### src/agcPkg.sv
`default_nettype none

package agcPkg;

    // Linear level out of the magnitude estimator, 0 to 65535
    typedef logic [15:0] level_t;

    // Log level
    // Upper nibble is the leading-one position, lower nibble the next four bits
    typedef logic [7:0] logMag_t;

    // Gain word taken from the top of the loop accumulator
    typedef logic [20:0] gain_t;

    // Loop accumulator, unsigned and saturating
    typedef logic [31:0] acc_t;

    // Reference minus log, one bit wider than the log level
    typedef logic signed [8:0] levelErr_t;

    // Magnitude weights, scaled by 2^17
    typedef logic [17:0] weight_t;

    // Register bus
    typedef logic [12:0] regAddr_t;
    typedef logic [31:0] busWord_t;

    // Min peak error weights, 0.9604 and 0.3978
    localparam weight_t MAX_WEIGHT = 18'd125886;
    localparam weight_t MIN_WEIGHT = 18'd52144;

    // Lowest accumulator bit that reaches the gain word
    localparam int GAIN_LSB = 11;

    // Channel AGC register space
    localparam regAddr_t ADDR_CONFIG = 13'h0040;
    localparam regAddr_t ADDR_PRESET = 13'h0044;
    localparam regAddr_t ADDR_STATUS = 13'h0048;

    // Loop configuration
    // Config word layout is refLevel in byte 0, loopShift in byte 1, loopEnable in byte 2
    typedef struct packed {
        logMag_t    refLevel;
        logic [4:0] loopShift;
        logic       loopEnable;
    } agcConfig_t;

    // Current level and log level, read back through the status register
    typedef struct packed {
        level_t  level;
        logMag_t logMag;
    } agcStatus_t;

    localparam agcConfig_t CONFIG_RESET = '{refLevel: 8'hC0, loopShift: 5'd0, loopEnable: 1'b0};

endpackage

`default_nettype wire

### src/agcLog2.sv
`timescale 1ns/100ps
`default_nettype none

module agcLog2 (
    input  wire logic            clk,
    input  wire logic            reset,
    input  wire logic            syncIn,
    input  wire agcPkg::level_t  level,
    output agcPkg::logMag_t      logMag
);

    import agcPkg::*;

    logic [3:0] leadPos;
    level_t     normalized;
    logic [3:0] mantissa;
    logMag_t    logNext;

    // Leading-one search
    // Scans upward so the highest set bit wins
    always_comb begin
        leadPos = '0;
        for (int bitIdx = 0; bitIdx < $bits(level_t); bitIdx++) begin
            if (level[bitIdx]) begin
                leadPos = 4'(bitIdx);
            end
        end
    end

    // Shift the leading one up to bit 15
    // Bits below a low leading one fill with zeros
    assign normalized = level << (4'd15 - leadPos);

    // Four bits right under the leading one
    assign mantissa = normalized[14:11];

    // Exponent in the upper nibble, linear mantissa below
    // A zero level lands on 0 without a special case
    assign logNext = {leadPos, mantissa};

    // One strobe stage
    always_ff @(posedge clk) begin
        if (reset) begin
            logMag <= '0;
        end else if (syncIn) begin
            logMag <= logNext;
        end
    end

endmodule

`default_nettype wire

### src/agcLoopFilter.sv
`timescale 1ns/100ps
`default_nettype none

module agcLoopFilter (
    input  wire logic               clk,
    input  wire logic               reset,
    input  wire logic               syncIn,
    input  wire agcPkg::logMag_t    logMag,
    input  wire agcPkg::agcConfig_t loopConfig,
    input  wire logic               presetLoad,
    input  wire agcPkg::acc_t       presetValue,
    output agcPkg::acc_t            accumulator,
    output agcPkg::gain_t           agcGain
);

    import agcPkg::*;

    // Error shifted by up to 31 needs 40 bits
    // Two more leave room for the sum and its sign
    localparam int accWidth  = $bits(acc_t);
    localparam int stepWidth = accWidth + 10;

    levelErr_t                   levelErr;
    logic signed [stepWidth-1:0] step;
    logic signed [stepWidth-1:0] sum;
    logic                        underflow;
    logic                        overflow;
    acc_t                        accNext;

    // Positive error means the signal is below reference, so gain goes up
    assign levelErr = $signed({1'b0, loopConfig.refLevel}) - $signed({1'b0, logMag});

    // Sign-extend, then scale by the loop gain shift
    assign step = stepWidth'(levelErr) <<< loopConfig.loopShift;

    // Accumulator is unsigned, zero-extend before adding
    assign sum = $signed({{(stepWidth - accWidth){1'b0}}, accumulator}) + step;

    // Below zero or past all ones
    assign underflow = sum[stepWidth-1];
    assign overflow  = |sum[stepWidth-2:accWidth];

    // Clamp to the accumulator range
    always_comb begin
        if (underflow) begin
            accNext = '0;
        end else if (overflow) begin
            accNext = '1;
        end else begin
            accNext = sum[accWidth-1:0];
        end
    end

    // Integrator
    // Preset is not tied to the strobe and beats integration
    always_ff @(posedge clk) begin
        if (reset) begin
            accumulator <= '0;
        end else if (presetLoad) begin
            accumulator <= presetValue;
        end else if (syncIn && loopConfig.loopEnable) begin
            accumulator <= accNext;
        end
    end

    // Gain is the top 21 bits
    assign agcGain = accumulator[accWidth-1:GAIN_LSB];

endmodule

`default_nettype wire

### src/agcMagnitude.sv
`timescale 1ns/100ps
`default_nettype none

module agcMagnitude #(
    parameter int sampleWidth = 18
) (
    input  wire logic                   clk,
    input  wire logic                   reset,
    input  wire logic                   syncIn,
    input  wire logic [sampleWidth-1:0] iIn,
    input  wire logic [sampleWidth-1:0] qIn,
    output agcPkg::level_t              level
);

    import agcPkg::*;

    // Weighted product before the shift by 18
    localparam int prodWidth = sampleWidth + $bits(weight_t);
    // Sum is at least one bit wider than the level so overflow is visible
    localparam int sumWidth = (sampleWidth + 1 > $bits(level_t) + 1) ?
                              sampleWidth + 1 : $bits(level_t) + 1;

    logic [sampleWidth-1:0] absI;
    logic [sampleWidth-1:0] absQ;
    logic [sampleWidth-1:0] maxMag;
    logic [sampleWidth-1:0] minMag;
    logic [prodWidth-1:0]   maxProd;
    logic [prodWidth-1:0]   minProd;
    logic [sampleWidth-1:0] maxTerm;
    logic [sampleWidth-1:0] minTerm;
    logic [sumWidth-1:0]    sum;
    logic                   overflow;

    // Absolute values
    // Negative full scale gives 2^(sampleWidth-1), which still fits unsigned
    assign absI = iIn[sampleWidth-1] ? (~iIn + 1'b1) : iIn;
    assign absQ = qIn[sampleWidth-1] ? (~qIn + 1'b1) : qIn;

    // Stage one, sort into max and min
    always_ff @(posedge clk) begin
        if (reset) begin
            maxMag <= '0;
            minMag <= '0;
        end else if (syncIn) begin
            if (absI > absQ) begin
                maxMag <= absI;
                minMag <= absQ;
            end else begin
                maxMag <= absQ;
                minMag <= absI;
            end
        end
    end

    // Constant weight products
    assign maxProd = maxMag * MAX_WEIGHT;
    assign minProd = minMag * MIN_WEIGHT;

    // Drop the 18 fraction bits of each term
    assign maxTerm = maxProd[prodWidth-1 -: sampleWidth];
    assign minTerm = minProd[prodWidth-1 -: sampleWidth];

    // Alpha * Max + Beta * Min
    assign sum = sumWidth'(maxTerm) + sumWidth'(minTerm);

    // Anything at or above 65536 saturates
    assign overflow = |sum[sumWidth-1:$bits(level_t)];

    // Stage two, saturated level
    always_ff @(posedge clk) begin
        if (reset) begin
            level <= '0;
        end else if (syncIn) begin
            if (overflow) begin
                level <= '1;
            end else begin
                level <= sum[$bits(level_t)-1:0];
            end
        end
    end

endmodule

`default_nettype wire

### src/agcRegisters.sv
`timescale 1ns/100ps
`default_nettype none

module agcRegisters (
    input  wire logic               clk,
    input  wire logic               reset,
    input  wire logic               wr0,
    input  wire logic               wr1,
    input  wire logic               wr2,
    input  wire logic               wr3,
    input  wire agcPkg::regAddr_t   addr,
    input  wire agcPkg::busWord_t   din,
    input  wire agcPkg::agcStatus_t status,
    input  wire agcPkg::acc_t       accumulator,
    output agcPkg::busWord_t        dout,
    output agcPkg::agcConfig_t      loopConfig,
    output logic                    presetLoad,
    output agcPkg::acc_t            presetValue
);

    import agcPkg::*;

    logic configSel;
    logic presetSel;
    logic statusSel;

    // Address decode
    assign configSel = (addr == ADDR_CONFIG);
    assign presetSel = (addr == ADDR_PRESET);
    assign statusSel = (addr == ADDR_STATUS);

    // Configuration, one field per byte lane
    always_ff @(posedge clk) begin
        if (reset) begin
            loopConfig <= CONFIG_RESET;
        end else if (configSel) begin
            if (wr0) begin
                loopConfig.refLevel <= din[7:0];
            end
            if (wr1) begin
                loopConfig.loopShift <= din[12:8];
            end
            if (wr2) begin
                loopConfig.loopEnable <= din[16];
            end
        end
    end

    // Preset word built up byte by byte
    always_ff @(posedge clk) begin
        if (presetSel) begin
            if (wr0) begin
                presetValue[7:0] <= din[7:0];
            end
            if (wr1) begin
                presetValue[15:8] <= din[15:8];
            end
            if (wr2) begin
                presetValue[23:16] <= din[23:16];
            end
            if (wr3) begin
                presetValue[31:24] <= din[31:24];
            end
        end
    end

    // Byte 0 write fires the load, lined up with the assembled word
    always_ff @(posedge clk) begin
        if (reset) begin
            presetLoad <= 1'b0;
        end else begin
            presetLoad <= presetSel & wr0;
        end
    end

    // Read-back mux
    // Preset address returns the live accumulator
    always_comb begin
        dout = '0;
        if (configSel) begin
            dout[7:0]  = loopConfig.refLevel;
            dout[12:8] = loopConfig.loopShift;
            dout[16]   = loopConfig.loopEnable;
        end else if (presetSel) begin
            dout = accumulator;
        end else if (statusSel) begin
            dout = busWord_t'(status);
        end
    end

endmodule

`default_nettype wire

### src/channelAgc.sv
`timescale 1ns/100ps
`default_nettype none

module channelAgc #(
    parameter int sampleWidth = 18
) (
    input  wire logic                   clk,
    input  wire logic                   reset,
    input  wire logic                   syncIn,
    input  wire logic                   wr0,
    input  wire logic                   wr1,
    input  wire logic                   wr2,
    input  wire logic                   wr3,
    input  wire agcPkg::regAddr_t       addr,
    input  wire agcPkg::busWord_t       din,
    input  wire logic [sampleWidth-1:0] iIn,
    input  wire logic [sampleWidth-1:0] qIn,
    output agcPkg::busWord_t            dout,
    output agcPkg::gain_t               agcGain
);

    import agcPkg::*;

    level_t     level;
    logMag_t    logMag;
    agcConfig_t loopConfig;
    agcStatus_t status;
    acc_t       accumulator;
    logic       presetLoad;
    acc_t       presetValue;

    // Linear level, two strobes after the sample
    agcMagnitude #(
        .sampleWidth(sampleWidth)
    ) magnitude_inst (
        .clk   (clk),
        .reset (reset),
        .syncIn(syncIn),
        .iIn   (iIn),
        .qIn   (qIn),
        .level (level)
    );

    // Log level, third strobe
    agcLog2 log2_inst (
        .clk   (clk),
        .reset (reset),
        .syncIn(syncIn),
        .level (level),
        .logMag(logMag)
    );

    // Status word for read-back
    assign status = '{level: level, logMag: logMag};

    agcRegisters registers_inst (
        .clk        (clk),
        .reset      (reset),
        .wr0        (wr0),
        .wr1        (wr1),
        .wr2        (wr2),
        .wr3        (wr3),
        .addr       (addr),
        .din        (din),
        .status     (status),
        .accumulator(accumulator),
        .dout       (dout),
        .loopConfig (loopConfig),
        .presetLoad (presetLoad),
        .presetValue(presetValue)
    );

    // Integrator, fourth strobe
    agcLoopFilter loopFilter_inst (
        .clk        (clk),
        .reset      (reset),
        .syncIn     (syncIn),
        .logMag     (logMag),
        .loopConfig (loopConfig),
        .presetLoad (presetLoad),
        .presetValue(presetValue),
        .accumulator(accumulator),
        .agcGain    (agcGain)
    );

endmodule

`default_nettype wire

### config.mk
export PLATFORM = sky130hd
export DESIGN_NAME = channelAgc
export DESIGN_NICKNAME = d
export VERILOG_FILES = /design/src/agcPkg.sv /design/src/agcLog2.sv /design/src/agcLoopFilter.sv /design/src/agcMagnitude.sv /design/src/agcRegisters.sv /design/src/channelAgc.sv
export SDC_FILE = /design/constraint.sdc
export NUM_CORES = 1
export LEC_CHECK = 0
export BUFFER_PORTS_ARGS = -buffer_cell sky130_fd_sc_hd__buf_2
export CAP_MARGIN = 20
export CORE_ASPECT_RATIO = 0.75
export CORE_MARGIN = 4
export CORE_UTILIZATION = 44
export CTS_BUF_LIST = sky130_fd_sc_hd__clkbuf_8
export CTS_CLUSTER_DIAMETER = 150
export DETAILED_ROUTE_END_ITERATION = 12
export MAX_ROUTING_LAYER = met4
export PLACE_DENSITY = 0.65
export SETUP_SLACK_MARGIN = 0.3
export SYNTH_ARGS = -nofsm -noshare
export SYNTH_HDL_FRONTEND = slang
export SYNTH_SLANG_ARGS = --single-unit
### constraint.sdc
create_clock -name clk -period 8.3 [get_ports clk]
set_clock_uncertainty 0.05 [all_clocks]
set_input_delay 0.415 -clock clk [delete_from_list [all_inputs] [get_ports clk]]
set_output_delay 0.415 -clock clk [all_outputs]
set_load 0.05 [all_outputs]
==> report_table.html, run 1 <==
<table>
<tr><th>Metric</th><th>Value</th></tr>
<tr><th colspan="2">Floorplan</th></tr>
<tr><td>Number of core rows</td><td>a little over 70</td></tr>
<tr><td>Die height</td><td>around 200 µm</td></tr>
<tr><td>Die width</td><td>approximately 270 µm</td></tr>
<tr><td>Placeable core area</td><td>~50,000 µm²</td></tr>
<tr><td>Die area</td><td>54,800 µm²</td></tr>
<tr><td>Initial Utilization</td><td>between 40% and 50%</td></tr>
<tr><td>Number of ports placed on the die boundary</td><td>around 140</td></tr>
<tr><th colspan="2">GRT</th></tr>
<tr><td>Wire length of the first global-routing pass</td><td>approximately 110,000 µm</td></tr>
<tr><td>Largest net degree at the start of global routing</td><td>78</td></tr>
<tr><td>Number of global-route vias before repair</td><td>a little under 20,000</td></tr>
<tr><td>GRT Overall Usage</td><td>25.6%</td></tr>
<tr><td>GRT Residual Overflow</td><td>0</td></tr>
<tr><td>Initial antenna violation count</td><td>1</td></tr>
<tr><th colspan="2">Critical path</th></tr>
<tr><td>Crit path launch type</td><td>register</td></tr>
<tr><td>Worst endpoint required time</td><td>around 8.6 ns</td></tr>
<tr><td>Critical path origin</td><td>magnitude_inst.maxMag[11]$_SDFFE_PP0P_</td></tr>
<tr><td>Critical path arrival</td><td>just over 8 ns</td></tr>
<tr><td>Register-to-register path setup slack</td><td>between 0.4 and 0.5 ns</td></tr>
<tr><td>Slowest stage cell on the critical path</td><td>sky130_fd_sc_hd__fa_2</td></tr>
<tr><td>Critical Path Most Common Cell</td><td>sky130_fd_sc_hd__fa_1</td></tr>
<tr><td>Maximum fanout encountered on the critical timing path</td><td>8</td></tr>
<tr><td>Largest stage delay on the critical path</td><td>~0.56 ns</td></tr>
<tr><td>Crit path capture type</td><td>register</td></tr>
<tr><td>Kind of critical path</td><td>reg -&gt; reg</td></tr>
<tr><td>Origin of the critical flop-to-flop path</td><td>magnitude_inst.maxMag[11]$_SDFFE_PP0P_</td></tr>
<tr><th colspan="2">Yosys</th></tr>
<tr><td>Syn Nets</td><td>between 3,000 and 4,000</td></tr>
<tr><td>Post-synth ARST share</td><td>0%</td></tr>
<tr><td>Synthesized instance count</td><td>approximately 2,600</td></tr>
<tr><td>Yosys synthesis warning count</td><td>0</td></tr>
<tr><td>Avg Synthesized Cell Area</td><td>8.65 µm²</td></tr>
<tr><td>Number of storage elements in the synthesis netlist</td><td>about 140</td></tr>
<tr><td>Yosys cell types</td><td>between 80 and 90</td></tr>
<tr><td>Primary FF master, synth</td><td>sky130_fd_sc_hd__dfxtp_1</td></tr>
<tr><td>Number of enable flip-flop cells after synthesis</td><td>32</td></tr>
<tr><td>Total standard cell area after synthesis</td><td>22,500 µm²</td></tr>
<tr><td>Portion of the post-synthesis area used by sequential elements</td><td>13.8%</td></tr>
<tr><th colspan="2">Run</th></tr>
<tr><td>Max capacitance violation total</td><td>0</td></tr>
<tr><th colspan="2">Finish</th></tr>
<tr><td>Number of antenna cells inserted</td><td>0</td></tr>
<tr><td>Final net count</td><td>about 3,400</td></tr>
<tr><td>Area growth from synthesis to layout</td><td>12.4%</td></tr>
<tr><td>Share of cells above drive strength 1</td><td>between 10% and 20%</td></tr>
<tr><td>Non-Filler Instances</td><td>~3,400</td></tr>
<tr><td>Area of combinational cells with multiple inputs</td><td>about 18,000 µm²</td></tr>
<tr><td>Fill count</td><td>~4,800</td></tr>
<tr><td>Register area</td><td>between 3000 and 4000 µm²</td></tr>
<tr><td>Most used cells in the layout excluding fill and tap cells</td><td>sky130_fd_sc_hd__inv_1 (396), sky130_fd_sc_hd__ha_1 (302), sky130_fd_sc_hd__fa_1 (232), sky130_fd_sc_hd__nor2_1 (182), sky130_fd_sc_hd__nand2_1 (147)</td></tr>
<tr><td>Most common library cell in the layout ignoring fill and taps</td><td>sky130_fd_sc_hd__inv_1</td></tr>
<tr><th colspan="2">Timing</th></tr>
<tr><td>Maximum clock frequency</td><td>around 0.13 GHz</td></tr>
<tr><td>Number of max-slew violations in the final report</td><td>0</td></tr>
<tr><td>Total negative slack</td><td>0 ns</td></tr>
<tr><td>Setup repair after global routing missed its margin</td><td>yes</td></tr>
<tr><td>Smallest hold slack</td><td>around 0.047 ns</td></tr>
<tr><td>Measured slew at the worst slew-check pin</td><td>about 1.1 ns</td></tr>
<tr><td>Ratio of final minimum period to clock period</td><td>about 95%</td></tr>
<tr><td>Relative slew margins</td><td>a little over a quarter</td></tr>
<tr><td>Count of endpoints failing hold in the final timing report</td><td>0</td></tr>
<tr><td>Clock period minus final worst setup slack</td><td>around 7.8 ns</td></tr>
<tr><td>Finish-stage setup viols</td><td>0</td></tr>
<tr><th colspan="2">Routing</th></tr>
<tr><td>Total Routed Length</td><td>67,700 µm</td></tr>
<tr><td>Routed Antenna Nets</td><td>0</td></tr>
<tr><td>Via count</td><td>~20,000</td></tr>
<tr><td>Detail-routed net length per standard cell</td><td>19.8 µm</td></tr>
<tr><td>Detailed router's first-iteration violation count</td><td>1,909</td></tr>
<tr><td>Vias per Instance</td><td>approximately 5.7</td></tr>
<tr><td>Detailed Routing Iterations Pass 1</td><td>6</td></tr>
<tr><td>Final routed DRC violation total</td><td>0</td></tr>
<tr><th colspan="2">Status</th></tr>
<tr><td>Outcome</td><td>finished, final reports clean</td></tr>
<tr><th colspan="2">CTS</th></tr>
<tr><td>TritonCTS clock tree</td><td>done</td></tr>
<tr><td>Clock insertion delay at the later pin of the skew report</td><td>around 0.52 ns</td></tr>
<tr><td>Total number of H-tree levels</td><td>4</td></tr>
<tr><td>Total number of clock tree sinks</td><td>~140</td></tr>
<tr><td>CTS Buffer Depth</td><td>2</td></tr>
<tr><td>Number of buffers added by the clock tree synthesis step</td><td>17</td></tr>
<tr><td>Clk root buf</td><td>sky130_fd_sc_hd__clkbuf_8</td></tr>
<tr><td>Clock slew at the register clock pins of the worst setup and hold paths</td><td>0.10 ns</td></tr>
<tr><th colspan="2">Placed design</th></tr>
<tr><td>Number of port buffers</td><td>140</td></tr>
<tr><td>Count of placed standard cells including taps</td><td>~3,300</td></tr>
<tr><td>RePlAce Congestion</td><td>1.02</td></tr>
<tr><td>Detailed Place HPWL</td><td>between 50,000 and 60,000 µm</td></tr>
<tr><th colspan="2">Hold path</th></tr>
<tr><td>Startpoint of the most critical hold path</td><td>din[5]</td></tr>
<tr><td>Class of the tightest hold or removal check</td><td>in -&gt; reg</td></tr>
</table>
-- logic make-up (layout without fill, tap and decap cells) --
logic type | after synthesis | in the layout | synth area share (%)
AND/OR/NAND/NOR | 640 | 640 | 13.6
AO/OA/AOI/OAI | 573 | 573 | 17.8
adder cells (fa/ha/maj) | 546 | 546 | 38.4
buffers and inverters | 540 | 701 | 9.55
flip-flops | 139 | 139 | 13.8
XOR/XNOR | 106 | 106 | 4.13
multiplexers | 53 | 53 | 2.68
-- layer usage --
layer | part of all wire, % | vias up | global-route usage [%]
met3 | 9.1 | 56 | 6.53
met5 | 0 | - | -
met4 | 1.3 | 0 | 4.20
met2 | 39 | 734 | 33.5
li1 | - | 9211 | -
met1 | 50 | 9564 | 39.9
-- layout make-up --
| cell class | count | area share, % |
|---|---|---|
| multi-input cells | 1918 | 70.0 |
| flip-flops and latches | 139 | 12.4 |
| repair buffers | 257 | 6.74 |
| inverters | 412 | 6.14 |
| well taps | 657 | 3.26 |
| clock buffers | 17 | 0.927 |
| clock inverters | 15 | 0.590 |
-- worst max-delay path, delay by kind of cell (launching register included) --
family	cells	cell delay, ns
compound gates	10	1.78
simple gates	6	1.41
fa+ha+maj	8	3.49
flops	1	0.35
buf+inv	4	0.41
mux	1	0.19
-- state kept, by name (all words and copies together) (netlist names) --
register,flops
registers_inst.loopConfig,14
magnitude_inst.minMag,18
log2_inst.logMag,8
loopFilter_inst.accumulator,32
registers_inst.presetValue,32
magnitude_inst.maxMag,18
registers_inst.presetLoad,1
magnitude_inst.level,16
-- synth_stat cells, drive strengths merged, types with 7 or more instances --
library cell	instances	share of area, %
inv	412	6.9
ha	306	17
fa	240	21
nor2	188	3.1
nand2	149	2.5
a21oi	145	3.4
dfxtp	107	9.5
o21ai	106	2.4
nand3	94	2.1
clkbuf	91	1.5
xnor2	68	2.7
nor3	44	0.98
a22o	41	1.6
a311oi	40	1.8
mux2i	40	1.8
xor2	38	1.5
a21o	37	1.2
buf	37	1.1
nor2b	36	1.0
edfxtp	32	4.3
o21a	25	0.84
and2	22	0.61
o21bai	21	0.70
or3	21	0.58
a31oi	19	0.56
nor4	19	0.56
a211oi	16	0.53
o31ai	15	0.50
a2111oi	14	0.55
nand2b	14	0.39
o211ai	13	0.43
o22ai	11	0.31
and3	10	0.28
or2	9	0.26
mux2	8	0.40
o41ai	8	0.40
a211o	7	0.27
a221oi	7	0.30
nand4	7	0.19
-- path summary, 6_finish.rpt --
path / endpoint / depth (start not counted)
setup / recovery: magnitude_inst.level[12]$_SDFFE_PP0P_ / 29
hold / removal: registers_inst.presetValue[5]$_DFFE_PP_ / 1
setup reg to reg: magnitude_inst.level[12]$_SDFFE_PP0P_ / 29
hold reg to reg: registers_inst.loopConfig[6]$_SDFFE_PP0P_ / 2
-- what timing repair did --
action,in CTS,in global routing
resized for setup,25,108
setup endpoints to repair,16,16
cloned,0,2
hold buffers,27,0
pin swaps,11,56
setup buffers,6,12
endpoints found under the hold margin,27,0
-- metrics by stage --
| stage | area, µm² | worst slack (ns) | util [%] |
|---|---|---|---|
| detailed placement | 23900 | -0.142 | 47.6 |
| global route | 25300 | 0.182 | 50.2 |
| CTS | 24700 | 0.304 | 49.1 |
| floorplan | 22500 | 0.323 | - |
| finish | 25300 | 0.452 | 50.2 |
| global placement | 23900 | 0.0964 | 47.6 |
Power of run 1 is left out: the tool's default activity adds up to more than one toggle a clock period on the data nets, which glitch-free logic cannot reach.
==> run 2: changes to the inputs <==
--- a/config.mk
+++ b/config.mk
@@ -5,7 +5,6 @@
 export SDC_FILE = /design/constraint.sdc
 export NUM_CORES = 1
 export LEC_CHECK = 0
-export BUFFER_PORTS_ARGS = -buffer_cell sky130_fd_sc_hd__buf_2
 export CAP_MARGIN = 20
 export CORE_ASPECT_RATIO = 0.75
 export CORE_MARGIN = 4
@@ -13,8 +12,10 @@
 export CTS_BUF_LIST = sky130_fd_sc_hd__clkbuf_8
 export CTS_CLUSTER_DIAMETER = 150
 export DETAILED_ROUTE_END_ITERATION = 12
+export DONT_BUFFER_PORTS = 1
 export MAX_ROUTING_LAYER = met4
-export PLACE_DENSITY = 0.65
+export PLACE_DENSITY = 0.63
+export RECOVER_POWER = 25
 export SETUP_SLACK_MARGIN = 0.3
 export SYNTH_ARGS = -nofsm -noshare
 export SYNTH_HDL_FRONTEND = slang
==> run 2 against run 1 <==
Register-to-register slack worse by 0.12 ns. Design area is 2.1% lower. Routed wire length is 1.5% higher. Hold slack better by 0.0084 ns. Maximum frequency is 1.5% lower. Global-route usage is 0.27 points higher. Die area stayed put. Utilization is 1.1 points lower. Cell count is 3.7% lower. Critical path type unchanged.
==> report_table.html, run 2 (synthesis results as in run 1) <==
<table>
<tr><th>Metric</th><th>Value</th></tr>
<tr><th colspan="2">Finish</th></tr>
<tr><td>Most common library cell in the layout ignoring fill and taps</td><td>sky130_fd_sc_hd__inv_1</td></tr>
<tr><td>Final core utilization</td><td>~49%</td></tr>
<tr><td>Non-Filler Instances</td><td>around 3,300</td></tr>
<tr><td>Area growth from synthesis to layout</td><td>10.0%</td></tr>
<tr><td>Number of antenna cells inserted</td><td>0</td></tr>
<tr><td>Most used cells in the layout excluding fill and tap cells</td><td>sky130_fd_sc_hd__inv_1 (396), sky130_fd_sc_hd__ha_1 (291), sky130_fd_sc_hd__fa_1 (230), sky130_fd_sc_hd__nor2_1 (184), sky130_fd_sc_hd__nand2_1 (146)</td></tr>
<tr><td>Biggest registers after layout</td><td>loopFilter_inst.accumulator (32), registers_inst.presetValue (32)</td></tr>
<tr><td>Share of cells above drive strength 1</td><td>a little over 10%</td></tr>
<tr><td>Final net count</td><td>3,251</td></tr>
<tr><th colspan="2">Placed design</th></tr>
<tr><td>Detailed Place HPWL</td><td>~54,000 µm</td></tr>
<tr><td>Count of placed standard cells including taps</td><td>around 3,200</td></tr>
<tr><td>RePlAce Congestion</td><td>just under 1</td></tr>
<tr><td>Number of port buffers</td><td>0</td></tr>
<tr><th colspan="2">Routing</th></tr>
<tr><td>Routed Antenna Nets</td><td>0</td></tr>
<tr><td>Detailed router's first-iteration violation count</td><td>1,738</td></tr>
<tr><td>Detail-routed net length per standard cell</td><td>between 20 and 25 µm</td></tr>
<tr><td>Total Routed Length</td><td>around 70,000 µm</td></tr>
<tr><td>Vias per Instance</td><td>roughly 5.8</td></tr>
<tr><td>Final routed DRC violation total</td><td>0</td></tr>
<tr><td>Detailed Routing Iterations Pass 1</td><td>8</td></tr>
<tr><td>Via count</td><td>between 15,000 and 20,000</td></tr>
<tr><th colspan="2">Critical path</th></tr>
<tr><td>Critical Path Most Common Cell</td><td>sky130_fd_sc_hd__fa_1</td></tr>
<tr><td>Largest stage delay on the critical path</td><td>about 0.60 ns</td></tr>
<tr><td>Crit path capture type</td><td>register</td></tr>
<tr><td>Critical path arrival</td><td>between 8 and 9 ns</td></tr>
<tr><td>Crit path launch type</td><td>register</td></tr>
<tr><td>Maximum fanout encountered on the critical timing path</td><td>9</td></tr>
<tr><td>Worst endpoint required time</td><td>8.61 ns</td></tr>
<tr><td>Slowest stage cell on the critical path</td><td>sky130_fd_sc_hd__or4b_2</td></tr>
<tr><td>Kind of critical path</td><td>reg -&gt; reg</td></tr>
<tr><th colspan="2">Timing</th></tr>
<tr><td>Count of endpoints failing hold in the final timing report</td><td>0</td></tr>
<tr><td>Measured slew at the worst slew-check pin</td><td>1.10 ns</td></tr>
<tr><td>Setup repair after global routing missed its margin</td><td>yes</td></tr>
<tr><td>Maximum clock frequency</td><td>~0.13 GHz</td></tr>
<tr><td>Number of max-slew violations in the final report</td><td>0</td></tr>
<tr><td>Total negative slack</td><td>0 ns</td></tr>
<tr><td>Clock period minus final worst setup slack</td><td>between 7 and 8 ns</td></tr>
<tr><td>Finish-stage setup viols</td><td>0</td></tr>
<tr><td>Ratio of final minimum period to clock period</td><td>a little over nine tenths</td></tr>
<tr><td>Relative slew margins</td><td>between 20% and 30%</td></tr>
<tr><th colspan="2">GRT</th></tr>
<tr><td>Largest net degree at the start of global routing</td><td>65</td></tr>
<tr><td>GRT Overall Usage</td><td>25.9%</td></tr>
<tr><td>GRT Residual Overflow</td><td>0</td></tr>
<tr><td>Initial antenna violation count</td><td>0</td></tr>
<tr><td>Wire length of the first global-routing pass</td><td>roughly 110,000 µm</td></tr>
<tr><td>Number of global-route vias before repair</td><td>approximately 19,000</td></tr>
<tr><th colspan="2">CTS</th></tr>
<tr><td>CTS Buffer Depth</td><td>2</td></tr>
<tr><td>Total number of clock tree sinks</td><td>between 100 and 150</td></tr>
<tr><td>Clock insertion delay at the later pin of the skew report</td><td>0.54 ns</td></tr>
<tr><td>TritonCTS clock tree</td><td>done</td></tr>
<tr><td>Total number of H-tree levels</td><td>4</td></tr>
<tr><td>Number of buffers added by the clock tree synthesis step</td><td>17</td></tr>
<tr><td>Clock slew at the register clock pins of the worst setup and hold paths</td><td>around 0.10 ns</td></tr>
<tr><td>Clk root buf</td><td>sky130_fd_sc_hd__clkbuf_8</td></tr>
<tr><th colspan="2">Floorplan</th></tr>
<tr><td>Die area</td><td>~55,000 µm²</td></tr>
<tr><td>Number of core rows</td><td>between 70 and 80</td></tr>
<tr><td>Die height</td><td>roughly 200 µm</td></tr>
<tr><td>Die width</td><td>between 200 and 300 µm</td></tr>
<tr><td>Number of ports placed on the die boundary</td><td>between 100 and 150</td></tr>
<tr><td>Placeable core area</td><td>50,300 µm²</td></tr>
<tr><td>Initial Utilization</td><td>approximately 45%</td></tr>
<tr><th colspan="2">Hold path</th></tr>
<tr><td>Class of the tightest hold or removal check</td><td>in -&gt; reg</td></tr>
<tr><th colspan="2">Run</th></tr>
<tr><td>Max capacitance violation total</td><td>0</td></tr>
<tr><th colspan="2">Status</th></tr>
<tr><td>Outcome</td><td>finished, final reports clean</td></tr>
</table>
## run 2: cell count changes in the layout (fill, tap and decap cells not counted), moves of 5 or more
cell | previous run | this run
sky130_fd_sc_hd__ha_1 | 302 | 291
sky130_fd_sc_hd__buf_2 | 141 | 0
sky130_fd_sc_hd__dlygate4sd3_1 | 27 | 39
sky130_fd_sc_hd__ha_2 | 0 | 5
sky130_fd_sc_hd__inv_8 | 2 | 7
sky130_fd_sc_hd__ha_4 | 4 | 10
## run 2: what timing repair did
| item | CTS | global route |
|---|---|---|
| pin swaps | 6 | 74 |
| endpoints found under the setup margin | 15 | 16 |
| resized for setup | 24 | 103 |
| gates cloned | 0 | 0 |
| endpoints found under the hold margin | 98 | 0 |
| hold buffers | 40 | 0 |
| setup buffers | 4 | 19 |
## run 2: critical path: cells and delay by family (launching register included)
| kind | cells | cell delay (ns) |
|---|---|---|
| AO/OA/AOI/OAI | 11 | 1.89 |
| adder cells (fa/ha/maj) | 8 | 3.74 |
| buffers and inverters | 6 | 0.66 |
| flip-flops | 1 | 0.48 |
| AND/OR/NAND/NOR | 3 | 1.01 |
## run 2: per-layer routing
metal  vias up  track usage, %  routed length [µm]
met2       729            34.2               27500
met1      9432            39.1               33700
met3        72            7.61                6540
met5         -               -                   0
li1       8963               -                   -
met4         0            4.80                1040
## run 2: final timing paths
path / startpoint / to / slack (ns) / cells past startpoint
setup / recovery: magnitude_inst.maxMag[5]$_SDFFE_PP0P_ / magnitude_inst.level[11]$_SDFFE_PP0P_ / 0.33 / 28
hold / removal: syncIn / log2_inst.logMag[5]$_SDFFE_PP0P_ / 0.06 / 2
setup reg to reg: magnitude_inst.maxMag[5]$_SDFFE_PP0P_ / magnitude_inst.level[11]$_SDFFE_PP0P_ / 0.33 / 28
hold reg to reg: registers_inst.loopConfig[9]$_SDFFE_PP0P_ / registers_inst.loopConfig[9]$_SDFFE_PP0P_ / 0.44 / 2
## run 2: area by class of cell
cell class / instances / area, µm²
clock buffers: 17 / 234
clock inverters: 15 / 173
repair buffers: 129 / 1190
inverters: 412 / 1560
well taps: 657 / 822
multi-input cells: 1918 / 17600
flip-flops and latches: 139 / 3130
fillers: 4753 / 25600
## run 2: metrics by stage
step,setup WS [ns],area [µm²],hold WS [ns]
floorplan,0.323,22500,0.399
global placement,0.0876,23200,0.416
detailed placement,-0.123,23200,0.422
CTS,0.310,24100,0.00217
global route,-0.0121,24700,0.0400
finish,0.330,24700,0.0559
Power of run 2 is left out for the same reason.
==> run 3: changes to the inputs <==
--- a/config.mk
+++ b/config.mk
@@ -15,7 +15,6 @@
 export DONT_BUFFER_PORTS = 1
 export MAX_ROUTING_LAYER = met4
 export PLACE_DENSITY = 0.63
-export RECOVER_POWER = 25
 export SETUP_SLACK_MARGIN = 0.3
 export SYNTH_ARGS = -nofsm -noshare
 export SYNTH_HDL_FRONTEND = slang
==> run 3 against run 2 <==
Highest routed layer unchanged. Die area is the same. Flip-flop and latch count is the same. Critical path type unchanged. Setup slack lost 0.00096 ns. Routed wire length is essentially flat. Register-to-register slack is essentially flat. Cell count is the same. Non-clock buffer count is the same.
==> report_table.html, run 3 (synthesis results as in run 1) <==
<table>
<tr><th>Metric</th><th>Value</th></tr>
<tr><th colspan="2">Status</th></tr>
<tr><td>Outcome</td><td>finished, final reports clean</td></tr>
<tr><th colspan="2">Finish</th></tr>
<tr><td>Most common library cell in the layout ignoring fill and taps</td><td>sky130_fd_sc_hd__inv_1</td></tr>
<tr><td>Fill count</td><td>~4,800</td></tr>
<tr><td>Biggest registers after layout</td><td>loopFilter_inst.accumulator (32), registers_inst.presetValue (32)</td></tr>
<tr><td>Share of cells above drive strength 1</td><td>about a tenth</td></tr>
<tr><td>Area growth from synthesis to layout</td><td>10.0%</td></tr>
<tr><td>Number of antenna cells inserted</td><td>0</td></tr>
<tr><td>Area of combinational cells with multiple inputs</td><td>~18,000 µm²</td></tr>
<tr><td>Final core utilization</td><td>about half</td></tr>
<tr><td>Register area</td><td>about 3100 µm²</td></tr>
<tr><td>Most used cells in the layout excluding fill and tap cells</td><td>sky130_fd_sc_hd__inv_1 (396), sky130_fd_sc_hd__ha_1 (291), sky130_fd_sc_hd__fa_1 (230), sky130_fd_sc_hd__nor2_1 (184), sky130_fd_sc_hd__nand2_1 (146)</td></tr>
<tr><td>Final net count</td><td>between 3,000 and 4,000</td></tr>
<tr><th colspan="2">Critical path</th></tr>
<tr><td>Slowest stage cell on the critical path</td><td>sky130_fd_sc_hd__or4b_2</td></tr>
<tr><td>Crit path capture type</td><td>register</td></tr>
<tr><td>Critical path arrival</td><td>8.28 ns</td></tr>
<tr><td>Crit path launch type</td><td>register</td></tr>
<tr><td>Worst endpoint required time</td><td>~8.6 ns</td></tr>
<tr><td>Cell count of the worst reg-to-reg path</td><td>28</td></tr>
<tr><td>Largest stage delay on the critical path</td><td>0.60 ns</td></tr>
<tr><td>Maximum fanout encountered on the critical timing path</td><td>9</td></tr>
<tr><td>Critical Path Most Common Cell</td><td>sky130_fd_sc_hd__fa_1</td></tr>
<tr><td>Kind of critical path</td><td>reg -&gt; reg</td></tr>
<tr><td>Endpoint of the most critical register-to-register path</td><td>magnitude_inst.level[11]$_SDFFE_PP0P_</td></tr>
<tr><td>Register-to-register path setup slack</td><td>0.33 ns</td></tr>
<tr><td>Origin of the critical flop-to-flop path</td><td>magnitude_inst.maxMag[5]$_SDFFE_PP0P_</td></tr>
<tr><th colspan="2">Hold path</th></tr>
<tr><td>Startpoint of the most critical hold path</td><td>syncIn</td></tr>
<tr><td>End of the worst hold path</td><td>log2_inst.logMag[5]$_SDFFE_PP0P_</td></tr>
<tr><td>Class of the tightest hold or removal check</td><td>in -&gt; reg</td></tr>
<tr><td>Number of instances on the worst hold path</td><td>2</td></tr>
<tr><th colspan="2">GRT</th></tr>
<tr><td>Largest net degree at the start of global routing</td><td>65</td></tr>
<tr><td>Wire length of the first global-routing pass</td><td>108,000 µm</td></tr>
<tr><td>Number of global-route vias before repair</td><td>18,900</td></tr>
<tr><td>GRT Overall Usage</td><td>between 20% and 30%</td></tr>
<tr><td>Initial antenna violation count</td><td>0</td></tr>
<tr><td>GRT Residual Overflow</td><td>0</td></tr>
<tr><th colspan="2">Timing</th></tr>
<tr><td>Maximum clock frequency</td><td>roughly 0.13 GHz</td></tr>
<tr><td>Count of endpoints failing hold in the final timing report</td><td>0</td></tr>
<tr><td>Measured slew at the worst slew-check pin</td><td>approximately 1.1 ns</td></tr>
<tr><td>Finish-stage setup viols</td><td>0</td></tr>
<tr><td>Clock period minus final worst setup slack</td><td>7.97 ns</td></tr>
<tr><td>Relative slew margins</td><td>a little over a quarter</td></tr>
<tr><td>Smallest hold slack</td><td>0.0566 ns</td></tr>
<tr><td>Ratio of final minimum period to clock period</td><td>a little over nine tenths</td></tr>
<tr><td>Number of max-slew violations in the final report</td><td>0</td></tr>
<tr><td>Setup repair after global routing missed its margin</td><td>yes</td></tr>
<tr><th colspan="2">Floorplan</th></tr>
<tr><td>Die width</td><td>269 µm</td></tr>
<tr><td>Number of ports placed on the die boundary</td><td>141</td></tr>
<tr><td>Placeable core area</td><td>50,300 µm²</td></tr>
<tr><td>Die height</td><td>204 µm</td></tr>
<tr><td>Initial Utilization</td><td>44.7%</td></tr>
<tr><td>Die area</td><td>54,800 µm²</td></tr>
<tr><td>Number of core rows</td><td>71</td></tr>
<tr><th colspan="2">Placed design</th></tr>
<tr><td>RePlAce Congestion</td><td>0.964</td></tr>
<tr><td>Number of port buffers</td><td>0</td></tr>
<tr><td>Detailed Place HPWL</td><td>between 50,000 and 60,000 µm</td></tr>
<tr><th colspan="2">Routing</th></tr>
<tr><td>Via count</td><td>~19,000</td></tr>
<tr><td>Routed Antenna Nets</td><td>0</td></tr>
<tr><td>Detailed router's first-iteration violation count</td><td>1,738</td></tr>
<tr><td>Final routed DRC violation total</td><td>0</td></tr>
<tr><td>Detail-routed net length per standard cell</td><td>20.9 µm</td></tr>
<tr><td>Total Routed Length</td><td>slightly below 70,000 µm</td></tr>
<tr><td>Vias per Instance</td><td>~5.8</td></tr>
<tr><td>Detailed Routing Iterations Pass 1</td><td>6</td></tr>
<tr><th colspan="2">Run</th></tr>
<tr><td>Max capacitance violation total</td><td>0</td></tr>
<tr><th colspan="2">CTS</th></tr>
<tr><td>Total number of clock tree sinks</td><td>between 100 and 150</td></tr>
<tr><td>Number of buffers added by the clock tree synthesis step</td><td>17</td></tr>
<tr><td>CTS Buffer Depth</td><td>2</td></tr>
<tr><td>Total number of H-tree levels</td><td>4</td></tr>
<tr><td>Clock insertion delay at the later pin of the skew report</td><td>roughly 0.54 ns</td></tr>
<tr><td>Clk root buf</td><td>sky130_fd_sc_hd__clkbuf_8</td></tr>
<tr><td>TritonCTS clock tree</td><td>done</td></tr>
<tr><td>Clock slew at the register clock pins of the worst setup and hold paths</td><td>~0.10 ns</td></tr>
</table>
[run 3: cell counts in the layout (fill, tap and decap cells not counted)]
No cell type changed its count.
[run 3: timing repair]
item                                   CTS  global route
endpoints found under the hold margin   98             0
buffers inserted                         4            19
hold buffers                            40             0
resized for setup                       24           103
setup endpoints to repair               15            16
pin swaps                                6            74
[run 3: how the worst max path moves through the flow]
stage                                                start                               endpoint
floorplan            magnitude_inst.maxMag[8]$_SDFFE_PP0P_  magnitude_inst.level[11]$_SDFFE_PP0P_
global placement     magnitude_inst.maxMag[8]$_SDFFE_PP0P_   magnitude_inst.level[8]$_SDFFE_PP0P_
detailed placement   magnitude_inst.maxMag[2]$_SDFFE_PP0P_  magnitude_inst.level[12]$_SDFFE_PP0P_
CTS                 magnitude_inst.maxMag[10]$_SDFFE_PP0P_  magnitude_inst.level[12]$_SDFFE_PP0P_
global route        magnitude_inst.maxMag[14]$_SDFFE_PP0P_  magnitude_inst.level[11]$_SDFFE_PP0P_
finish               magnitude_inst.maxMag[5]$_SDFFE_PP0P_  magnitude_inst.level[11]$_SDFFE_PP0P_
[run 3: area by class of cell]
type	instances	area share, %
Clock buffer	17	0.947
Sequential cell	139	12.7
Multi-Input combinational cell	1918	71.2
Clock inverter	15	0.699
Inverter	412	6.31
Timing Repair Buffer	129	4.81
Tap cell	657	3.33
[run 3: critical path, delay by kind of cell (launching register included)]
family	cells	cell delay [ns]
buffers and inverters	6	0.66
adder cells (fa/ha/maj)	8	3.74
AND/OR/NAND/NOR	3	1.01
flip-flops	1	0.48
AO/OA/AOI/OAI	11	1.89
[run 3: routing by layer]
layer	up-vias	share of wire [%]	GRT usage, %
li1	8964	-	-
met1	9443	49	39.1
met2	742	40	34.2
met3	71	9.5	7.61
met4	0	1.5	4.80
met5	-	0	-
[run 3: per-stage QoR]
step                setup TNS [ns]  instances  setup WS [ns]  area (µm²)
floorplan                        0       2597          0.323       22500
global placement                 0       3186         0.0876       23200
detailed placement          -0.648       3188         -0.123       23200
CTS                              0       3264          0.310       24100
global route               -0.0121       3287        -0.0121       24700
finish                           0       3287          0.329       24700
Power of run 3 is left out for the same reason.
